[config.mk]
export PLATFORM = sky130hd
export DESIGN_NAME = memIcArbiter
export DESIGN_NICKNAME = d
export VERILOG_FILES = /design/src/design/memIcPkg.sv /design/src/design/memIcArbiter.sv
export VERILOG_INCLUDE_DIRS = /design/src /design/src/design
export SDC_FILE = /design/constraint.sdc
export NUM_CORES = 1
export LEC_CHECK = 0
export BUFFER_PORTS_ARGS = -buffer_cell sky130_fd_sc_hd__buf_2
export CAP_MARGIN = 40
export CORE_AREA = 2 2 39 41
export DETAILED_ROUTE_END_ITERATION = 8
export DIE_AREA = 0 0 41 43
export PLACE_DENSITY = 0.68
export SETUP_SLACK_MARGIN = 0.3
export SYNTH_ARGS = -nofsm -noshare
export SYNTH_HDL_FRONTEND = slang
export SYNTH_SLANG_ARGS = --single-unit
[constraint.sdc]
create_clock -name vclk -period 0.8
set_input_delay 0 -clock vclk [all_inputs]
set_output_delay 0 -clock vclk [all_outputs]
set_load 0.005 [all_outputs]
[src/design/memIc_macros.svh]
`ifndef MEMIC_MACROS_SVH
`define MEMIC_MACROS_SVH

// Word address width of the instruction RAM
`define MEMIC_ADDR_W 8

// Parcel window depth, also the longest instruction
`define MEMIC_WIN_WORDS 6

// RISC-V length override in the decoder, 1'b0 compiles it away
`define MEMIC_ENABLE_RV 1'b1

`endif
[src/design/memIcPkg.sv]
`include "memIc_macros.svh"

package memIcPkg;

	// Length code, one bit per extra parcel group
	typedef enum logic [3:0] {
		OP_LEN16 = 4'b0001,	// One parcel
		OP_LEN32 = 4'b0010,	// Two parcels
		OP_LEN64 = 4'b0110,	// Four parcels
		OP_LEN96 = 4'b1110	// Six parcels
	} opLenT;

	typedef enum logic [1:0] {
		FS_IDLE,
		FS_RUN,
		FS_DRAIN
	} fetchStateT;

	typedef struct packed {
		logic isXG2;
		logic isRV;
	} modeCfgT;

	typedef struct packed {
		logic                     en;
		logic                     wr;	// Set for loader writes
		logic [`MEMIC_ADDR_W-1:0] addr;
		logic [15:0]              wdata;
	} memReqT;

	typedef struct packed {
		logic [`MEMIC_ADDR_W-1:0] pc;	// Address of first parcel
		opLenT                    len;
		logic [95:0]              bits;	// First parcel in low 16 bits
	} istrT;

endpackage

[src/design/memIcArbiter.sv]
`include "memIc_macros.svh"

module memIcArbiter (
	input  logic                     loadStb,	// One word per pulse
	input  logic [`MEMIC_ADDR_W-1:0] loadAddr,
	input  logic [15:0]              loadData,
	input  logic                     rdReq,	// Level from fetch
	input  logic [`MEMIC_ADDR_W-1:0] rdAddr,
	output logic                     rdGnt,
	output memIcPkg::memReqT         memReq
);

	// Loader has fixed priority, fetch only waits a cycle
	always_comb begin
		memReq = '0;
		rdGnt  = 1'b0;
		if (loadStb) begin
			memReq.en    = 1'b1;
			memReq.wr    = 1'b1;
			memReq.addr  = loadAddr;
			memReq.wdata = loadData;
		end else if (rdReq) begin
			memReq.en   = 1'b1;
			memReq.wr   = 1'b0;
			memReq.addr = rdAddr;
			rdGnt       = 1'b1;	// Fetch samples rdAddr now
		end
	end

endmodule

==> results by group <==
Worst hold path
  – Hold Path Class: in2out
  – Hold Crit Depth: 3

Die
  – Die Area: 1760 sq um
  – Chip Width: 41 microns
  – Row count: 14
  – Core ar.: 1380 sq um
  – Initial Util: 0.155
  – Boundary pin count: 61
  – Die H: 43 microns

Power
  – Sw power: 0.111 mW
  – Logic pwr share: 1.000
  – Peak supply drop: 0.000182 V
  – Pwr Total: 0.332 mW
  – Leak: 0.398 nW
  – Switching Fraction: 0.333
  – Sequential fraction of design power: 0
  – Clock power frac: 0
  – Pint: 0.222 mW
  – PD cells: 511 nW/um^2

Finish
  – Final Net Count: 127
  – Final instance area: 651 sq um
  – Layout cells sized above 1: 0.802
  – Seq_cells: 0
  – Fin util: 0.470
  – Area delta synth->final: 204%
  – Clock buffers: 0
  – Antenna Cells: 0
  – # fillers: 149
  – Sequential cell area: 0 sq um

Flow run
  – Max Cap Viol: 0

Logic synthesis
  – Xor/xnor cell area share of the yosys netlist: 0
  – Synth cell count leaders: 16 x and2_1, 8 x a22o_1, 2 x clkbuf_2
  – Post-synth cell types: 7
  – Register area share after synthesis: 0
  – Post-Synthesis Cells: 30
  – Area share of the largest cell type after synthesis: 0.468
  – Compound-Gate Fraction of Synth Area: 0.327
  – Syn Std Cell Area: 214 sq um
  – Cell accounting for the most synthesized area: and2_1
  – Mux cell area share after synthesis: 0
  – Most common cell in the synthesized netlist: and2_1
  – Syn_area_per_cell: 7.13 sq um
  – Post-synthesis adder-cell area fraction: 0
  – Syn. warnings: 0
  – Largest family of logic cells by synthesized area: simple AND/OR/NAND/NOR gates
  – Cells taking the most area after synthesis: and2_1 47%, a22o_1 33%, buf_6 5.3%
  – Synth Area in Simple Gates: 0.538
  – Synthesized Nets: 64

Placement
  – Buffers on Ports: 61
  – HPWL Detailed: 907 microns
  – Placed inst area: 518 sq um
  – Routability-driven placement congestion ratio: 0.686

GRT
  – First-pass GRT wire length: 1.50 mm
  – Remaining Overflow, GRT: 0
  – Total GRT Usage: 0.114
  – Pin count of the biggest net entering global routing: 15
  – Vias in the first global route: 402
  – Initial antenna violation count: 0

Route
  – Drt wl/cell: 10.9 microns
  – Via count: 464
  – Iter 0 DRT Violations: 1
  – Antenna Violating Nets Remaining: 0
  – Final Routed Wirelength: 1.16 mm
  – Number of vias per cell: 4.34
  – # DRC: 0
  – Pre-antenna DRT Iters: 4

Setup path
  – Worst Path Buf+Inv: 3
  – Top delay family on crit path: buffers and inverters
  – Critical path's slowest cell: a22o_1
  – Crit end category: output port
  – CP peak stage delay: 0.19 ns
  – Critical Setup Path Class: in2out
  – WP data arrival: 0.58 ns
  – Critical Path Stages: 4
  – Worst setup SP type: input port
  – CP max FO: 7
  – Crit path cell chain: buf_12 > clkbuf_16 > a22o_1 > buf_2
  – Required @ worst endpoint: 0.80 ns

STA
  – Unrepaired setup endpoints after global routing: true
  – TNS Setup: 0 ns
  – Max Slew Vio Count: 0
  – Period Utilization, post-route: 0.725
  – Final hold vios: 0
  – Worst-margin pin slew: 0.134 ns
  – Highest Clock Rate: 1720 MHz
  – Final setup vio count: 0
  – Rel. slew slack: 0.910
  – Final min period: 0.580 ns
  – Min Hold Slack: 0.254 ns

Run status
  – Status: completed
final timing paths:
kind	startpoint	end	slack (ns)
worst max-delay path	loadStb	memReq[20]	0.22
worst min-delay path	rdReq	memReq[25]	0.25
power groups by stage:
stage	Combinational (mW)	Sequential [mW]	Clock [mW]
2_1_floorplan	0.101	0	0
3_3_place_gp	0.250	0	0
3_5_place_dp	0.255	0	0
4_1_cts	0.281	0	0
5_1_grt	0.365	0	0
6_report	0.332	0	0
what timing repair did:
item                                    CTS  global route
cloned                                    1             1
pin swaps                                 0             1
gates resized for setup                   7            14
setup buffers                             1             0
endpoints found under the setup margin   16            25
hold endpoints to repair                  0             0
hold buffers                              0             0
final cells by class:
type / count / area [sq um] / share of cell area
tap: 16 / 20.0 / 0.0308
multi-input combinational: 27 / 219 / 0.337
timing repair buffer: 64 / 412 / 0.633
cells in the final DEF (no fill, tap or decap):
cell,netlist,final
a22o_1,8,8
and2_1,16,10
or2_2,1,1
buf_12,0,1
buf_6,1,7
nor2b_4,0,2
clkbuf_16,0,1
buf_2,0,53
buf_4,1,1
buf_8,0,1
and2_4,0,6
metal layers:
layer / vias to the layer above / track usage / wire, microns
li1: 225 / - / -
met1: 200 / 0.0981 / 312
met2: 39 / 0.259 / 680
met3: 0 / 0 / 170
met4: 0 / 0 / 0
met5: - / 0 / 0
metrics by stage:
step | setup slack, ns | instances
finish | 0.220 | 107
global route | 0.206 | 107
detailed placement | 0.0171 | 104
global placement | 0.0480 | 104
CTS | 0.218 | 106
floorplan | 0.360 | 30
cells by family (layout without fill, tap and decap cells):
logic type	count (synthesis)	count (layout)
AND/OR/NAND/NOR	18	19
AO/OA/AOI/OAI	8	8
buffers and inverters	4	64
Note: power is estimated with default switching activity, not from simulation.
