### src/design/memIc_macros.svh
`ifndef MEMIC_MACROS_SVH
`define MEMIC_MACROS_SVH

// Word address width of the instruction RAM
`define MEMIC_ADDR_W 8

// Parcel window depth, also the longest instruction
`define MEMIC_WIN_WORDS 6

// RISC-V length override in the decoder, 1'b0 compiles it away
`define MEMIC_ENABLE_RV 1'b1

`endif
### src/design/memIcPkg.sv
`include "memIc_macros.svh"

package memIcPkg;

	// Length code, one bit per extra parcel group
	typedef enum logic [3:0] {
		OP_LEN16 = 4'b0001,	// One parcel
		OP_LEN32 = 4'b0010,	// Two parcels
		OP_LEN64 = 4'b0110,	// Four parcels
		OP_LEN96 = 4'b1110	// Six parcels
	} opLenT;

	typedef enum logic [1:0] {
		FS_IDLE,
		FS_RUN,
		FS_DRAIN
	} fetchStateT;

	typedef struct packed {
		logic isXG2;
		logic isRV;
	} modeCfgT;

	typedef struct packed {
		logic                     en;
		logic                     wr;	// Set for loader writes
		logic [`MEMIC_ADDR_W-1:0] addr;
		logic [15:0]              wdata;
	} memReqT;

	typedef struct packed {
		logic [`MEMIC_ADDR_W-1:0] pc;	// Address of first parcel
		opLenT                    len;
		logic [95:0]              bits;	// First parcel in low 16 bits
	} istrT;

endpackage

### src/design/memIcGetOpLen.sv
`include "memIc_macros.svh"

module memIcGetOpLen (
	input  logic [15:0]       istrBits,	// Head parcel
	input  memIcPkg::modeCfgT mode,
	output memIcPkg::opLenT   opLen
);
	import memIcPkg::*;

	opLenT lenHi;	// Table for bit 12 set
	opLenT lenLo;	// Table for bit 12 clear
	opLenT lenSel;

	always_comb begin
		casez (istrBits[11:9])
			3'b111:  lenHi = OP_LEN96;
			3'b110:  lenHi = OP_LEN64;
			3'b10?:  lenHi = OP_LEN32;
			3'b01?:  lenHi = OP_LEN64;
			default: lenHi = OP_LEN32;	// 00x
		endcase
	end

	always_comb begin
		casez (istrBits[11:9])
			3'b111:  lenLo = OP_LEN64;
			3'b110:  lenLo = OP_LEN32;
			3'b101:  lenLo = OP_LEN64;
			3'b100:  lenLo = OP_LEN32;
			default: lenLo = OP_LEN32;	// 0xx
		endcase
	end

	assign lenSel = istrBits[12] ? lenHi : lenLo;

	always_comb begin
		if (mode.isXG2) begin
			opLen = lenSel;	// Group bits ignored
		end else begin
			case (istrBits[15:12])
				4'b1111, 4'b1110: opLen = lenSel;
				4'b1001, 4'b0111: opLen = istrBits[11] ? OP_LEN64 : OP_LEN32;
				default:          opLen = OP_LEN16;
			endcase
		end

		// RISC-V compressed vs full width, wins over everything
		if (`MEMIC_ENABLE_RV && mode.isRV) begin
			if (istrBits[1:0] == 2'b11) begin
				opLen = OP_LEN32;
			end else begin
				opLen = OP_LEN16;
			end
		end
	end

endmodule

### config.mk
export PLATFORM = sky130hd
export DESIGN_NAME = memIcGetOpLen
export DESIGN_NICKNAME = d
export VERILOG_FILES = /design/src/design/memIcPkg.sv /design/src/design/memIcGetOpLen.sv
export VERILOG_INCLUDE_DIRS = /design/src /design/src/design
export SDC_FILE = /design/constraint.sdc
export NUM_CORES = 1
export LEC_CHECK = 0
export ABC_AREA = 0
export ABC_CLOCK_PERIOD_IN_PS = 850
export BUFFER_PORTS_ARGS = -buffer_cell sky130_fd_sc_hd__buf_2
export CORE_AREA = 2 2 39 41
export DETAILED_ROUTE_END_ITERATION = 6
export DIE_AREA = 0 0 41 43
export GPL_ROUTABILITY_DRIVEN = 0
export GPL_TIMING_DRIVEN = 0
export PLACE_DENSITY = 0.31
export SKIP_LAST_GASP = 1
export SLEW_MARGIN = 20
export SYNTH_ARGS = -nofsm -noshare
export SYNTH_HDL_FRONTEND = slang
export SYNTH_SLANG_ARGS = --single-unit
### constraint.sdc
create_clock -name vclk -period 0.85
set_input_delay 0.085 -clock vclk [all_inputs]
set_output_delay 0.085 -clock vclk [all_outputs]
set_load 0.005 [all_outputs]
==> results.tsv <==
stage	metric	value	unit
timing	fin crit share	119	%
clock_tree	Post-CTS Hold Buffers	0	
power_and_ir_drop	sw frac	42.5	%
floorplan	die area	0.00176	sq mm
placed_design	number of port buffers	15	
global_routing	initial antenna violation count	0	
synthesis	Synth Instances	15	
timing	fmax	991	MHz
synthesis	post-synth cell types	14	
route	initial DRC count	0	
route	# DRC	0	
finish	Nets	50	
global_routing	GRT Util Overall	4.90	%
synthesis	YS warnings	0	
global_routing	vias in the first global route	133	
finish	Antenna Cells	0	
worst_setup_path	Setup CP Type	primary input to primary output	
worst_hold_path	Hold Path Depth	3	
synthesis	Synth top area share	11.1	%
power_and_ir_drop	Pint	0.0567	mW
worst_setup_path	critical path launch point type	primary input	
floorplan	io pins	22	
timing	Worst-Margin Slew	215	ps
route	DRT Pass-1 Iters	1	
synthesis	Seq/Total Area, Yosys	0	%
finish	FF+latch area	0	sq um
floorplan	Die Wd	41	um
worst_setup_path	Critical Path AT	920	ps
finish	num sequential	0	
synthesis	Synth Net Count	33	
global_routing	first-pass GRT wire length	614	um
power_and_ir_drop	Sequential Power Share	0	%
finish	Post-Layout Cell Count	46	
job	max cap viols	0	
timing	Slew Limit Headroom	85.6	%
floorplan	Die Y	43	um
route	DRT Wirelength	472	um
route	WL/cell	10.3	um
timing	minimum clock period	1010	ps
power_and_ir_drop	Gate power share	100.0	%
synthesis	Cell Area, Synth	101	sq um
power_and_ir_drop	LEAKAGE	0.102	nW
finish	share of layout cells above drive strength 1	66.7	%
synthesis	post-synthesis average cell area	6.76	sq um
placed_design	HPWL after DPL	430	um
power_and_ir_drop	PwrDens	419	mW/mm^2
synthesis	cell taking the most area after synthesis	nand4bb_1	
worst_setup_path	Critical Path RT	760	ps
synthesis	ranking of synthesized cells by area	nand4bb_1 11%, a211o_1 8.6%, a21oi_2 8.6%, nand4b_1 8.6%, a21o_1 7.4%	
global_routing	grt total ovfl	0	
finish	commonest non-fill, non-tap cells in the layout	12 x buf_2, 3 x buf_6, 2 x nand2_1	
route	Via density	3.65	
power_and_ir_drop	total power	0.0986	mW
timing	Setup Viol. Count Final	3	
power_and_ir_drop	switching power	0.0419	mW
placed_design	pre-CTS setup slack	-163	ps
outcome	failing checks	setup timing	
finish	CLK BUF	0	
worst_setup_path	CP max FO	3	
worst_setup_path	CP endpoint kind	primary output	
timing	Final WS setup	-159	ps
floorplan	std cell rows	14	
timing	Final Hold Fails	0	
floorplan	initial core utilization	7.32	%
worst_hold_path	Worst Hold Class	primary input to primary output	
floorplan	CORE AREA	0.00138	sq mm
route	antenna viol nets, final	0	
timing	RSZ-0062 raised after global routing	yes	
global_routing	largest net degree at the start of global routing	6	
placed_design	placed instance count	46	
route	Via Count	168	
power_and_ir_drop	Clock power frac	0	%
outcome	status	complete, but fails checks	
clock_tree	postcts setup bufs	0	
finish	Area growth syn-to-layout	132	%
power_and_ir_drop	Max IR drop VDD	0.0996	mV
finish	most common cell after layout, fill and taps aside	buf_2	
timing	final slew viol count	0	
==> cell usage after synthesis <==
library cell,n
a21oi_2,1
nand2_1,2
inv_1,1
nand3b_1,1
nand4bb_1,1
nor4_1,1
a211o_1,1
and3_2,1
o21ai_0,1
nand4b_1,1
nand3_1,1
o21a_1,1
a31oi_1,1
a21o_1,1
==> timing repair <==
item / CTS / global route
hold endpoints to repair: 0 / 0
endpoints found under the setup margin: 3 / 4
gates resized for setup: 7 / 2
pin swaps: 1 / 1
==> worst max-delay path, stage by stage <==
cell and delay, ps:
buf_6 100, nand4b_1 190, a211o_1 330, a21oi_2 110, buf_2 120
==> layer usage <==
layer	global-route usage (%)	up-vias	share of wire, %
met5	0	-	0
met4	0	0	0
li1	-	93	-
met1	9.49	60	56
met3	1.57	0	19
met2	5.00	15	25
==> cell type report <==
type               count  area [sq um]
inverters              1          3.75
repair buffers        15          93.8
multi-input cells     14           118
well taps             16          20.0
fillers              165          1150
==> kinds of logic after synthesis <==
| group | Yosys count | share of synthesized area [%] |
|---|---|---|
| buffers and inverters | 1 | 3.70 |
| AOI/OAI and AO/OA | 6 | 43.2 |
| and+or+nand+nor | 8 | 53.1 |
==> power by group through the flow <==
stage	Clock (mW)	Sequential, mW	Combinational (mW)
floorplan	0	0	0.0307
global placement	0	0	0.0815
detailed placement	0	0	0.0800
CTS	0	0	0.0951
global route	0	0	0.108
finish	0	0	0.0986
==> per-stage QoR <==
step                      util (%)  setup TNS [ps]  hold slack [ps]  cell area, sq um
after detailed placement      14.2            -406              456               196
after global placement        14.2            -463              451               196
final                         17.0            -290              474               235
after global routing          17.0            -407              485               235
after floorplan                  -               0              188               101
after CTS                     16.3            -288              460               225
==> worst paths after layout <==
kind                      from  slack (ps)  endpoint
setup / recovery  istrBits[15]        -160  opLen[2]
hold / removal         mode[0]         470  opLen[2]
(Power assumes the default switching activity.)
