$ cat src/design/memIc_macros.svh
`ifndef MEMIC_MACROS_SVH
`define MEMIC_MACROS_SVH

// Word address width of the instruction RAM
`define MEMIC_ADDR_W 8

// Parcel window depth, also the longest instruction
`define MEMIC_WIN_WORDS 6

// RISC-V length override in the decoder, 1'b0 compiles it away
`define MEMIC_ENABLE_RV 1'b1

`endif
$ cat src/design/memIcPkg.sv
`include "memIc_macros.svh"

package memIcPkg;

	// Length code, one bit per extra parcel group
	typedef enum logic [3:0] {
		OP_LEN16 = 4'b0001,	// One parcel
		OP_LEN32 = 4'b0010,	// Two parcels
		OP_LEN64 = 4'b0110,	// Four parcels
		OP_LEN96 = 4'b1110	// Six parcels
	} opLenT;

	typedef enum logic [1:0] {
		FS_IDLE,
		FS_RUN,
		FS_DRAIN
	} fetchStateT;

	typedef struct packed {
		logic isXG2;
		logic isRV;
	} modeCfgT;

	typedef struct packed {
		logic                     en;
		logic                     wr;	// Set for loader writes
		logic [`MEMIC_ADDR_W-1:0] addr;
		logic [15:0]              wdata;
	} memReqT;

	typedef struct packed {
		logic [`MEMIC_ADDR_W-1:0] pc;	// Address of first parcel
		opLenT                    len;
		logic [95:0]              bits;	// First parcel in low 16 bits
	} istrT;

endpackage

$ cat src/design/memIcRam.sv
`include "memIc_macros.svh"

module memIcRam (
	input  logic             clock,
	input  memIcPkg::memReqT memReq,
	output logic [15:0]      rdData	// Valid the cycle after a read
);

	logic [15:0] mem [1 << `MEMIC_ADDR_W];

	always_ff @(posedge clock) begin
		if (memReq.en) begin
			if (memReq.wr) begin
				mem[memReq.addr] <= memReq.wdata;
			end else begin
				rdData <= mem[memReq.addr];
			end
		end
	end

endmodule

$ cat config.mk
export PLATFORM = sky130hd
export DESIGN_NAME = memIcRam
export DESIGN_NICKNAME = d
export VERILOG_FILES = /design/src/design/memIcPkg.sv /design/src/design/memIcRam.sv
export VERILOG_INCLUDE_DIRS = /design/src /design/src/design
export SDC_FILE = /design/constraint.sdc
export NUM_CORES = 2
export LEC_CHECK = 0
export ABC_AREA = 0
export BUFFER_PORTS_ARGS = -buffer_cell sky130_fd_sc_hd__buf_2
export CAP_MARGIN = 15
export CORE_MARGIN = 1.5
export CORE_UTILIZATION = 50
export CTS_CLUSTER_DIAMETER = 150
export DETAILED_ROUTE_END_ITERATION = 8
export GPL_TIMING_DRIVEN = 0
export HOLD_SLACK_MARGIN = 0.03
export PLACE_DENSITY = 0.71
export REMOVE_ABC_BUFFERS = 1
export SLEW_MARGIN = 20
export SYNTH_ARGS = -nofsm -noshare
export SYNTH_HDL_FRONTEND = slang
export SYNTH_SLANG_ARGS = --single-unit
$ cat constraint.sdc
create_clock -name clock -period 3.3 [get_ports clock]
set_clock_uncertainty 0.2 [all_clocks]
set_input_delay 0.66 -clock clock [delete_from_list [all_inputs] [get_ports clock]]
set_output_delay 0.66 -clock clock [all_outputs]
set_load 0.01 [all_outputs]
==> metrics.log <==
[metrics] standby leakage power: 56.1 nW
[metrics] Row Count: 204
[metrics] Area Growth Syn to Fin: 17.0%
[metrics] fill cell instance count of the final layout: 20700
[metrics] Final Hold Vio Count: 0
[metrics] Overall Global Routing Usage: 0.255
[metrics] PnR worst setup slack: -0.0538 ns
[metrics] share of the synthesized area in compound gates (AO/OA/AOI/OAI): 0.0366
[metrics] die span in x: 560 um
[metrics] Mapped Avg Cell Area: 23.2 um^2
[metrics] post-synthesis cell type with the largest combined area: sky130_fd_sc_hd__edfxtp_1
[metrics] number of nets with antenna violations after detailed routing: 0
[metrics] WS Path Type: in2reg
[metrics] sum of negative setup slack: -1.07 ns
[metrics] wire length of the first global-routing pass: 570 mm
[metrics] floorplan die area: 314000 um^2
[metrics] run status: finished, violations left
[metrics] area of all sequential standard cells: 123000 um^2
[metrics] vias in the first global route: 76200
[metrics] fmax: 0.298 GHz
[metrics] Synth Area in Simple Gates: 0.00843
[metrics] largest family of logic cells by synthesized area: multiplexers
[metrics] reg-to-reg critical path endpoint: rdData[11]
[metrics] largest net degree at the start of global routing: 126
[metrics] initial core utilization: 0.503
[metrics] Crit Path Max Fanout: 16
[metrics] Core Region: 309000 um^2
[metrics] Hold Crit Depth: 1
[metrics] part of the total power dissipated in combinational logic: 0.051
[metrics] area share of xor/xnor cells in the synthesized design: 0
[metrics] total via count after detailed routing: 76500
[metrics] most frequent standard cell in the layout excluding fill and tap cells: sky130_fd_sc_hd__edfxtp_1
[metrics] power dissipated by switching net loads: 22.4 mW
[metrics] Relative slew margins: 0.262
[metrics] Max rail drop VDD: 0.447 mV
[metrics] power density cells: 587 nW/um^2
[metrics] number of storage elements in the synthesis netlist: 4112
[metrics] category of the worst setup path capture point: register
[metrics] nature of the critical path startpoint: primary input
[metrics] layout cell share with drive strength beyond 1: 0.324
[metrics] top cell type's share of synthesized area: 0.795
[metrics] number of endpoints failing setup at the final stage: 45
[metrics] Post-Synth Adder-Cell Area: 0
[metrics] clock tree from TritonCTS: done
[metrics] biggest area contributors in the synthesized netlist: sky130_fd_sc_hd__edfxtp_1, sky130_fd_sc_hd__mux4_2, sky130_fd_sc_hd__a22oi_1, sky130_fd_sc_hd__a21oi_1, sky130_fd_sc_hd__clkbuf_1
[metrics] worst skew pair latency: 0.92 ns
[metrics] number of nets in the layout: 7240
[metrics] worst reg2reg path startpoint: mem[171][11]
[metrics] critical path arrival: 3.73 ns
[metrics] worst reg-to-reg setup slack: 0.35 ns
[metrics] violated checks: DRC, setup timing
[metrics] number of sinks driven by the clock tree: 4112
[metrics] cell-internal power: 84.4 mW
[metrics] HPWL after DPL: 231 mm
[metrics] Cell Area, Synth: 155000 um^2
[metrics] switching power share of the total: 0.210
[metrics] Top FF cell, synth: sky130_fd_sc_hd__edfxtp_1
[metrics] buffers from clock root to sink, at most: 4
[metrics] Total Routed Length: 404 mm
[metrics] number of buffers inserted during clock tree synthesis: 390
[metrics] number of port buffers: 42
[metrics] routed len/inst: 34.7 um
[metrics] YS warnings: 0
[metrics] worst min path class: in2reg
[metrics] total gr overflow: 0
[metrics] I/O pins: 43
[metrics] cell count after synthesis: 6705
[metrics] sequential-to-total area share from yosys stat: 0.795
[metrics] critical path data required time: 3.67 ns
[metrics] post-layout util: 0.588
[metrics] shortest clock period the worst path allows after layout: 3.35 ns
[metrics] part of the total power dissipated in sequential elements: 0.539
[metrics] first-pass detailed-route iteration total: 8
[metrics] post-synthesis cell type count: 20
[metrics] iteration-0 DRC count of the detailed router: 11000
[metrics] max-slew violations: 0
[metrics] weighted congestion reported at the end of routability-driven placement: 0.791
[metrics] slew at the pin closest to its max-slew limit: 1.10 ns
[metrics] # H-tree levels: 5
[metrics] initial antenna violation count: 15
[metrics] remaining routing DRC violations: 4
[metrics] Vias/cell: 6.57
[metrics] CTS Root Buffer Type: sky130_fd_sc_hd__clkbuf_16
[metrics] RSZ-0062 raised after global routing: true
[metrics] number of synthesized flops with an enable pin: 4112
[metrics] clock network power share: 0.410
[metrics] clock slew seen by the registers of the worst setup and hold paths: 0.06 ns
[metrics] multiplexer share of the synthesized area: 0.149
[metrics] area of the multi-input gates: 31900 um^2
[metrics] critical path launch point: memReq[21]
[metrics] Die Y: 560 um
[metrics] cell count of the worst reg-to-reg path: 5
[metrics] part of the cycle the worst path needs: 1.02
[metrics] share of async-settable or async-resettable flops after synthesis: 0
[metrics] max capacitance violation total: 0
[metrics] commonest cells after routing, fill and taps aside: sky130_fd_sc_hd__edfxtp_1, sky130_fd_sc_hd__mux4_2, sky130_fd_sc_hd__a22oi_1, sky130_fd_sc_hd__clkbuf_16, sky130_fd_sc_hd__a21oi_1
[metrics] CP endpoint: mem[228][0]
Yosys cell counts (11+ instances only):
cell	number
sky130_fd_sc_hd__a21oi_1	256
sky130_fd_sc_hd__a22oi_1	512
sky130_fd_sc_hd__buf_1	42
sky130_fd_sc_hd__buf_2	91
sky130_fd_sc_hd__buf_4	11
sky130_fd_sc_hd__clkbuf_1	268
sky130_fd_sc_hd__edfxtp_1	4112
sky130_fd_sc_hd__mux4_2	1024
sky130_fd_sc_hd__nand2_1	30
sky130_fd_sc_hd__nand4_1	16
sky130_fd_sc_hd__nor2_1	259
sky130_fd_sc_hd__o41ai_1	64
per-stage QoR:
stage          cells  hold WS (ns)  total power [mW]  cell area (um^2)  worst slack [ns]
3_3_place_gp   10500         0.842              66.7            159000            -33.34
6_report       11600        0.0791               107            182000           -0.0538
3_5_place_dp   10900         0.778              63.5            167000             -3.40
5_1_grt        11600        0.0962               109            182000           -0.0735
4_1_cts        11600        0.0417               107            181000           -0.0291
2_1_floorplan   6293         0.559              60.6            154000            -10.52
layout make-up:
class | instances | area share
repair buffers | 527 | 0.0490
well taps | 4120 | 0.0284
diodes | 10 | 0.000138
clock inverters | 213 | 0.0109
clock buffers | 478 | 0.0564
flip-flops and latches | 4112 | 0.680
multi-input cells | 2182 | 0.176
power groups by stage:
stage                     registers (mW)  clock network [mW]  logic (mW)
after CTS                           57.6                44.0        5.29
after floorplan                     58.7                   0        1.95
after global routing                57.5                46.0        5.59
after global placement              58.9                   0        7.78
final                               57.6                43.8        5.42
after detailed placement            58.7                   0        4.82
sequential cells by signal, summed over array words and instances (netlist names):
name    flops
rdData     16
mem      4096
worst max-delay path, stage by stage:
cell                      delay, ns
sky130_fd_sc_hd__buf_2         0.55
sky130_fd_sc_hd__nor2b_2       0.56
sky130_fd_sc_hd__buf_6         0.22
sky130_fd_sc_hd__nand2_1       0.60
sky130_fd_sc_hd__nor2_2        0.82
sky130_fd_sc_hd__buf_6         0.24
metal layers:
layer | GRT usage | up-vias | share of wire
met5 | 0 | - | 0.00023
met4 | 0.108 | 14 | 0.048
met3 | 0.0494 | 848 | 0.11
met2 | 0.409 | 5100 | 0.49
met1 | 0.345 | 40500 | 0.36
li1 | - | 30000 | -
worst min path at each step:
stage	slack, ns	start	end
final	0.08	memReq[6]	mem[37][6]
after global placement	0.84	mem[98][6]	rdData[6]
after floorplan	0.56	memReq[0]	mem[0][0]
after CTS	0.04	memReq[6]	mem[14][6]
after global routing	0.1	memReq[6]	mem[37][6]
after detailed placement	0.78	memReq[14]	mem[34][14]
kinds of logic (layout without fill, tap and decap cells):
logic type | count (synthesis) | after routing
AND/OR/NAND/NOR | 325 | 326
flip-flops | 4112 | 4112
other | 0 | 10
AO/OA/AOI/OAI | 832 | 832
multiplexers | 1024 | 1024
buffers and inverters | 412 | 1218
timing repair:
| action | in CTS | in global routing |
|---|---|---|
| gates cloned | 46 | 7 |
| buffers inserted | 9 | 4 |
| hold buffers | 17 | 0 |
| endpoints found under the hold margin | 615 | 0 |
| setup endpoints to repair | 4112 | 253 |
| resized for setup | 79 | 42 |
| pin swaps | 5 | 9 |
(Power assumes the default switching activity.)
