## src/design/memIc_macros.svh

```systemverilog
`ifndef MEMIC_MACROS_SVH
`define MEMIC_MACROS_SVH

// Word address width of the instruction RAM
`define MEMIC_ADDR_W 8

// Parcel window depth, also the longest instruction
`define MEMIC_WIN_WORDS 6

// RISC-V length override in the decoder, 1'b0 compiles it away
`define MEMIC_ENABLE_RV 1'b1

`endif
```

## src/design/memIcPkg.sv

```systemverilog
`include "memIc_macros.svh"

package memIcPkg;

	// Length code, one bit per extra parcel group
	typedef enum logic [3:0] {
		OP_LEN16 = 4'b0001,	// One parcel
		OP_LEN32 = 4'b0010,	// Two parcels
		OP_LEN64 = 4'b0110,	// Four parcels
		OP_LEN96 = 4'b1110	// Six parcels
	} opLenT;

	typedef enum logic [1:0] {
		FS_IDLE,
		FS_RUN,
		FS_DRAIN
	} fetchStateT;

	typedef struct packed {
		logic isXG2;
		logic isRV;
	} modeCfgT;

	typedef struct packed {
		logic                     en;
		logic                     wr;	// Set for loader writes
		logic [`MEMIC_ADDR_W-1:0] addr;
		logic [15:0]              wdata;
	} memReqT;

	typedef struct packed {
		logic [`MEMIC_ADDR_W-1:0] pc;	// Address of first parcel
		opLenT                    len;
		logic [95:0]              bits;	// First parcel in low 16 bits
	} istrT;

endpackage

```

## src/design/memIcFetch.sv

```systemverilog
`include "memIc_macros.svh"

module memIcFetch (
	input  logic                     clock,
	input  logic                     arstN,
	input  logic                     start,	// Clears window, enters run
	input  logic                     stop,
	input  logic [`MEMIC_ADDR_W-1:0] startAddr,
	input  logic                     hold,	// Blocks emission
	input  memIcPkg::modeCfgT        mode,
	input  logic                     rdGnt,
	input  logic [15:0]              rdData,
	output logic                     rdReq,
	output logic [`MEMIC_ADDR_W-1:0] rdAddr,
	output logic [15:0]              headBits,	// To length decoder
	input  memIcPkg::opLenT          opLen,
	output logic                     istrValid,
	output memIcPkg::istrT           istr,
	output logic                     busy
);
	import memIcPkg::*;

	localparam int AddrW   = `MEMIC_ADDR_W;
	localparam int WinBits = 16 * `MEMIC_WIN_WORDS;
	localparam int CntW    = $clog2(`MEMIC_WIN_WORDS + 1);

	fetchStateT state;
	modeCfgT modeQ;	// Mode the run began with
	logic inFlight;	// Grant last cycle, data now
	logic [`MEMIC_WIN_WORDS-1:0][15:0] win;
	logic [CntW-1:0] fill;
	logic [AddrW-1:0] pcQ;	// Address of win[0]

	logic [CntW-1:0] need;
	logic [CntW-1:0] take;
	logic [CntW-1:0] fillKept;
	logic [CntW:0] occupied;
	logic arrive;
	logic [`MEMIC_WIN_WORDS-1:0][15:0] winNext;

	always_comb begin
		case (opLen)
			OP_LEN16: need = CntW'(1);
			OP_LEN32: need = CntW'(2);
			OP_LEN64: need = CntW'(4);
			default:  need = CntW'(6);
		endcase
	end

	assign headBits = win[0];
	assign busy     = (state != FS_IDLE);

	// Held words plus the one on its way
	assign occupied = {1'b0, fill} + {{CntW{1'b0}}, inFlight};
	assign rdReq    = (state == FS_RUN) && (occupied < (CntW + 1)'(`MEMIC_WIN_WORDS));

	// Decode only under the mode the run began with
	assign istrValid = (state == FS_RUN) && !hold && (mode == modeQ) && (fill >= need);

	assign istr.pc   = pcQ;
	assign istr.len  = opLen;
	assign istr.bits = win & ({WinBits{1'b1}} >> (16 * (`MEMIC_WIN_WORDS - need)));

	assign take     = istrValid ? need : '0;
	assign fillKept = fill - take;
	assign arrive   = (state == FS_RUN) && inFlight;

	always_comb begin
		winNext = win >> (16 * take);
		if (arrive) begin
			winNext[fillKept] = rdData;	// Append behind kept parcels
		end
	end

	always_ff @(posedge clock or negedge arstN) begin
		if (!arstN) begin
			state    <= FS_IDLE;
			modeQ    <= '0;
			inFlight <= 1'b0;
			fill     <= '0;
			rdAddr   <= '0;
			pcQ      <= '0;
		end else if (start) begin
			state    <= FS_RUN;
			modeQ    <= mode;
			inFlight <= 1'b0;	// Old read is dropped
			fill     <= '0;
			rdAddr   <= startAddr;
			pcQ      <= startAddr;
		end else begin
			inFlight <= rdGnt;
			if (rdGnt) begin
				rdAddr <= rdAddr + AddrW'(1);
			end
			case (state)
				FS_RUN: begin
					fill <= fillKept + CntW'(arrive);
					if (istrValid) begin
						pcQ <= pcQ + AddrW'(need);
					end
					if (stop) begin
						state <= FS_DRAIN;
					end
				end
				FS_DRAIN: begin
					fill <= '0;
					if (!inFlight) begin
						state <= FS_IDLE;	// Last word discarded
					end
				end
				default: ;
			endcase
		end
	end

	always_ff @(posedge clock) begin
		if (start) begin
			win <= '0;
		end else if (state == FS_RUN) begin
			win <= winNext;
		end
	end

endmodule

```

## config.mk

```make
export PLATFORM = sky130hd
export DESIGN_NAME = memIcFetch
export DESIGN_NICKNAME = d
export VERILOG_FILES = /design/src/design/memIcPkg.sv /design/src/design/memIcFetch.sv
export VERILOG_INCLUDE_DIRS = /design/src /design/src/design
export SDC_FILE = /design/constraint.sdc
export NUM_CORES = 1
export LEC_CHECK = 0
export BUFFER_PORTS_ARGS = -buffer_cell sky130_fd_sc_hd__buf_2
export CAP_MARGIN = 30
export CORE_ASPECT_RATIO = 0.5
export CORE_MARGIN = 10
export CORE_UTILIZATION = 50
export DETAILED_ROUTE_END_ITERATION = 10
export PLACE_DENSITY = 0.84
export SYNTH_ARGS = -nofsm -noshare
export SYNTH_HDL_FRONTEND = slang
export SYNTH_SLANG_ARGS = --single-unit
```

## constraint.sdc

```tcl
create_clock -name clock -period 4.35 [get_ports clock]
set_input_delay 0.6525 -clock clock [delete_from_list [all_inputs] [get_ports clock]]
set_output_delay 0.6525 -clock clock [all_outputs]
set_load 0.02 [all_outputs]
```

==> results.py <==
metrics = {
    "sta": {
        "slew_headroom_pct": 25.5,
        "slew_viol_final": 0,
        "finalHoldViolCount": 0,
        "finalSetupViolations": 0,
        "max_freq_mhz": 246,
        "fin_skew_ns": 0.0115,
        "rsz0062_at_grt": "no",
        "worst_slew_pin_slew_ns": 1.12,
        "fin_crit_ns": 4.07,
        "worst_hold_slack_ns": 0.215,
        "finalCritPeriodShare_pct": 93.5,
    },
    "global_routing": {
        "grt_usage_pct": 26.5,
        "grt_pass1_wl_mm": 46.2,
        "grt_overflow": 0,
        "antenna_found_initial": 2,
        "grt_pass1_vias": 8529,
        "grt_max_degree": 101,
    },
    "floorplanning": {
        "coreArea_um2": 15500,
        "start_util_pct": 51.5,
        "num_rows": 32,
        "die_area_um2": 21800,
        "die_x_um": 199,
        "ios": 171,
        "die_h_um": 109,
    },
    "clock_network": {
        "numCtsBuffers": 17,
        "clock_path_buffers": 2,
        "post_cts.resized_instances": 0,
        "cts_sinks": 120,
        "clkTransAtPathRegs_ns": 0.06,
        "postCtsHoldBufs": 0,
        "cts_setup_buffers": 0,
        "clock_latency_ns": 0.42,
        "cts-root-buf": "clkbuf_16",
        "cts_max_level": 4,
        "cts_tree": "done",
    },
    "setup_path": {
        "rr_endpoint": "win[30]$_SDFFE_PP0P_",
        "worstRegToRegCells": 11,
        "worstPathArrival_ns": 4.39,
        "path_cells": "buf_2 > or4b_1 > inv_8 > ha_4 > nand2b_1 > a31oi_2 > or3_4 > inv_2 > fa_2 > nand2_2 > buf_4 > nor3_1 > a21oi_1 > o211ai_1 > o211ai_1",
        "worst_path_max_delay_cell": "a21oi_1",
        "critPathLaunchType": "input port",
        "crit_fanout": 11,
        "cp_slowest_stage_delay_ns": 0.89,
        "cpMostUsedCell": "o211ai_1",
        "timing.rr.start": "state[1]$_DFFE_PN0P_",
        "reg2reg_setup_slack_ns": 0.47,
        "critical_path_class": "in2reg",
        "critPathCaptureType": "flop",
        "critical_path_required_ns": 4.68,
    },
    "logic_synthesis": {
        "syn_area_um2": 8000,
        "synth.area.top_cells": "dfxtp_1 24%, mux2_2 8.3%, dfrtp_1 7.5%",
        "ys_types": 60,
        "synth_warnings": 0,
        "yosys.area.top_type_share_pct": 24.0,
        "synth_compound_area_share_pct": 24.0,
        "synth_adder_area_share_pct": 2.10,
        "synth-simple-area-share_pct": 20.3,
        "syn_inst": 926,
        "muxShareOfSynthArea_pct": 14.1,
        "synth_nets": 974,
        "ys_seq_elements": 120,
        "synth_top_area_cell": "dfxtp_1",
        "yosysSeqAreaShare_pct": 31.5,
        "synth-xor-area-share_pct": 1.85,
        "synth_top_family_by_area": "compound AO/OA/AOI/OAI gates",
        "synth.avg_cell_area_um2": 8.64,
        "synth_common_cells": "96 x dfxtp_1, 87 x nand2_1, 68 x and2_1",
        "async_flop_share_pct": 20.0,
        "yosysMostFrequentCell": "dfxtp_1",
        "ys.flop_type": "dfxtp_1",
        "synth_edf_count": 0,
    },
    "job": {
        "maxCapViolCount": 0,
    },
    "power": {
        "power_leakage_nw": 4.46,
        "p_per_area_nw_per_um2": 306,
        "power_mw": 3.02,
        "max-vdd-ir-drop_mv": 0.172,
    },
    "finish": {
        "synthToLayoutAreaGrowth_pct": 23.4,
        "fin_nets": 1133,
        "drive_gt1_share_pct": 31.3,
        "seqCellArea_um2": 2520,
        "fillers": 1253,
        "antennaDiodeCount": 0,
        "multi_input_area_um2": 5100,
    },
    "place": {
        "post-dp-hpwl_mm": 20.7,
        "place_congestion": 0.923,
        "port_buffers": 170,
    },
    "drt": {
        "firstDrtPassIters": 6,
        "final_antenna_net_count": 0,
        "routed_wl_mm": 29.8,
        "drt_iter0_drc": 1196,
        "num_vias": 8506,
        "routedWlPerCell_um": 22.9,
        "viasPerCell": 6.53,
        "drc": 0,
    },
    "min_path": {
        "hold_path_class": "in2async",
    },
    "status": {
        "outcome": "completed",
    },
}
## power by group
group	switching, mW	leakage, nW	internal [mW]
Combinational	0.341	3.13	0.181
Clock	0.559	0.267	0.764
Sequential	0.0403	1.06	1.14
## logic make-up after synthesis
group           after synthesis
compound gates              248
flops                       120
simple gates                313
buf+inv                     111
fa+ha+maj                    13
mux                         105
xor+xnor                     16
## worst max-delay path by stage
stage / from / end / slack (ns)
global placement: opLen[1] / win[23]$_SDFFE_PP0P_ / 0.06
floorplan: opLen[1] / win[16]$_SDFFE_PP0P_ / -0.14
finish: opLen[1] / win[30]$_SDFFE_PP0P_ / 0.28
CTS: opLen[1] / win[30]$_SDFFE_PP0P_ / 0.35
detailed placement: opLen[0] / win[22]$_SDFFE_PP0P_ / -0.07
global route: opLen[1] / win[30]$_SDFFE_PP0P_ / 0.07
## through the flow
stage	cells	TNS [ns]	util (%)	setup WS [ns]	area, µm²
CTS	1302	0	63.5	0.346	9870
finish	1302	0	63.5	0.283	9870
global placement	1269	0	59.9	0.0581	9300
floorplan	926	-1.06	-	-0.137	8150
detailed placement	1270	-0.635	60.0	-0.0690	9320
global route	1302	0	63.5	0.0724	9870
## state kept, by name, summed over array words and instances, names as in the netlist
register  cells
fill          3
inFlight      1
headBits     16
rdAddr        8
win          80
modeQ         2
pcQ           8
state         2
## worst max-delay path: cells and delay by family
family / cells / cell delay, ns
buf+inv: 4 / 0.43
fa+ha+maj: 2 / 0.59
simple gates: 5 / 1.36
compound gates: 4 / 1.35
## area by class of cell
class                      instances  area share [%]
clock buffer                      20            4.63
clock inverter                    12           0.976
tap                              204            2.59
inverter                          22           0.963
multi-input combinational        695            51.7
sequential                       120            25.6
timing repair buffer             229            13.6
## metal layers
metal | vias to the layer above | GRT usage (%) | wire, µm
li1 | 3770 | - | -
met1 | 3976 | 33.1 | 11700
met5 | - | 0 | 7
met4 | 2 | 11.6 | 1040
met2 | 641 | 41.8 | 13100
met3 | 117 | 8.23 | 3920
## cells in the final DEF (no fill, tap or decap), types with 8 or more instances in the layout
cell / n
buf_2: 170
dfxtp_1: 96
nand2_1: 86
and2_1: 68
mux2_2: 59
buf_4: 55
nor2_1: 45
mux2i_1: 45
o211ai_1: 31
and3_1: 28
a21oi_1: 28
o21ai_0: 24
dfrtp_1: 24
a221o_1: 23
a221oi_1: 21
nor3_1: 21
a22o_1: 21
nor2b_1: 20
inv_1: 19
clkbuf_16: 17
a311oi_1: 14
a22oi_1: 10
a32oi_1: 10
nand2b_1: 9
o31ai_1: 9
nand3_1: 9
ha_1: 9
a2bb2oi_1: 8
No activity file was read; power rests on OpenSTA's default activity.
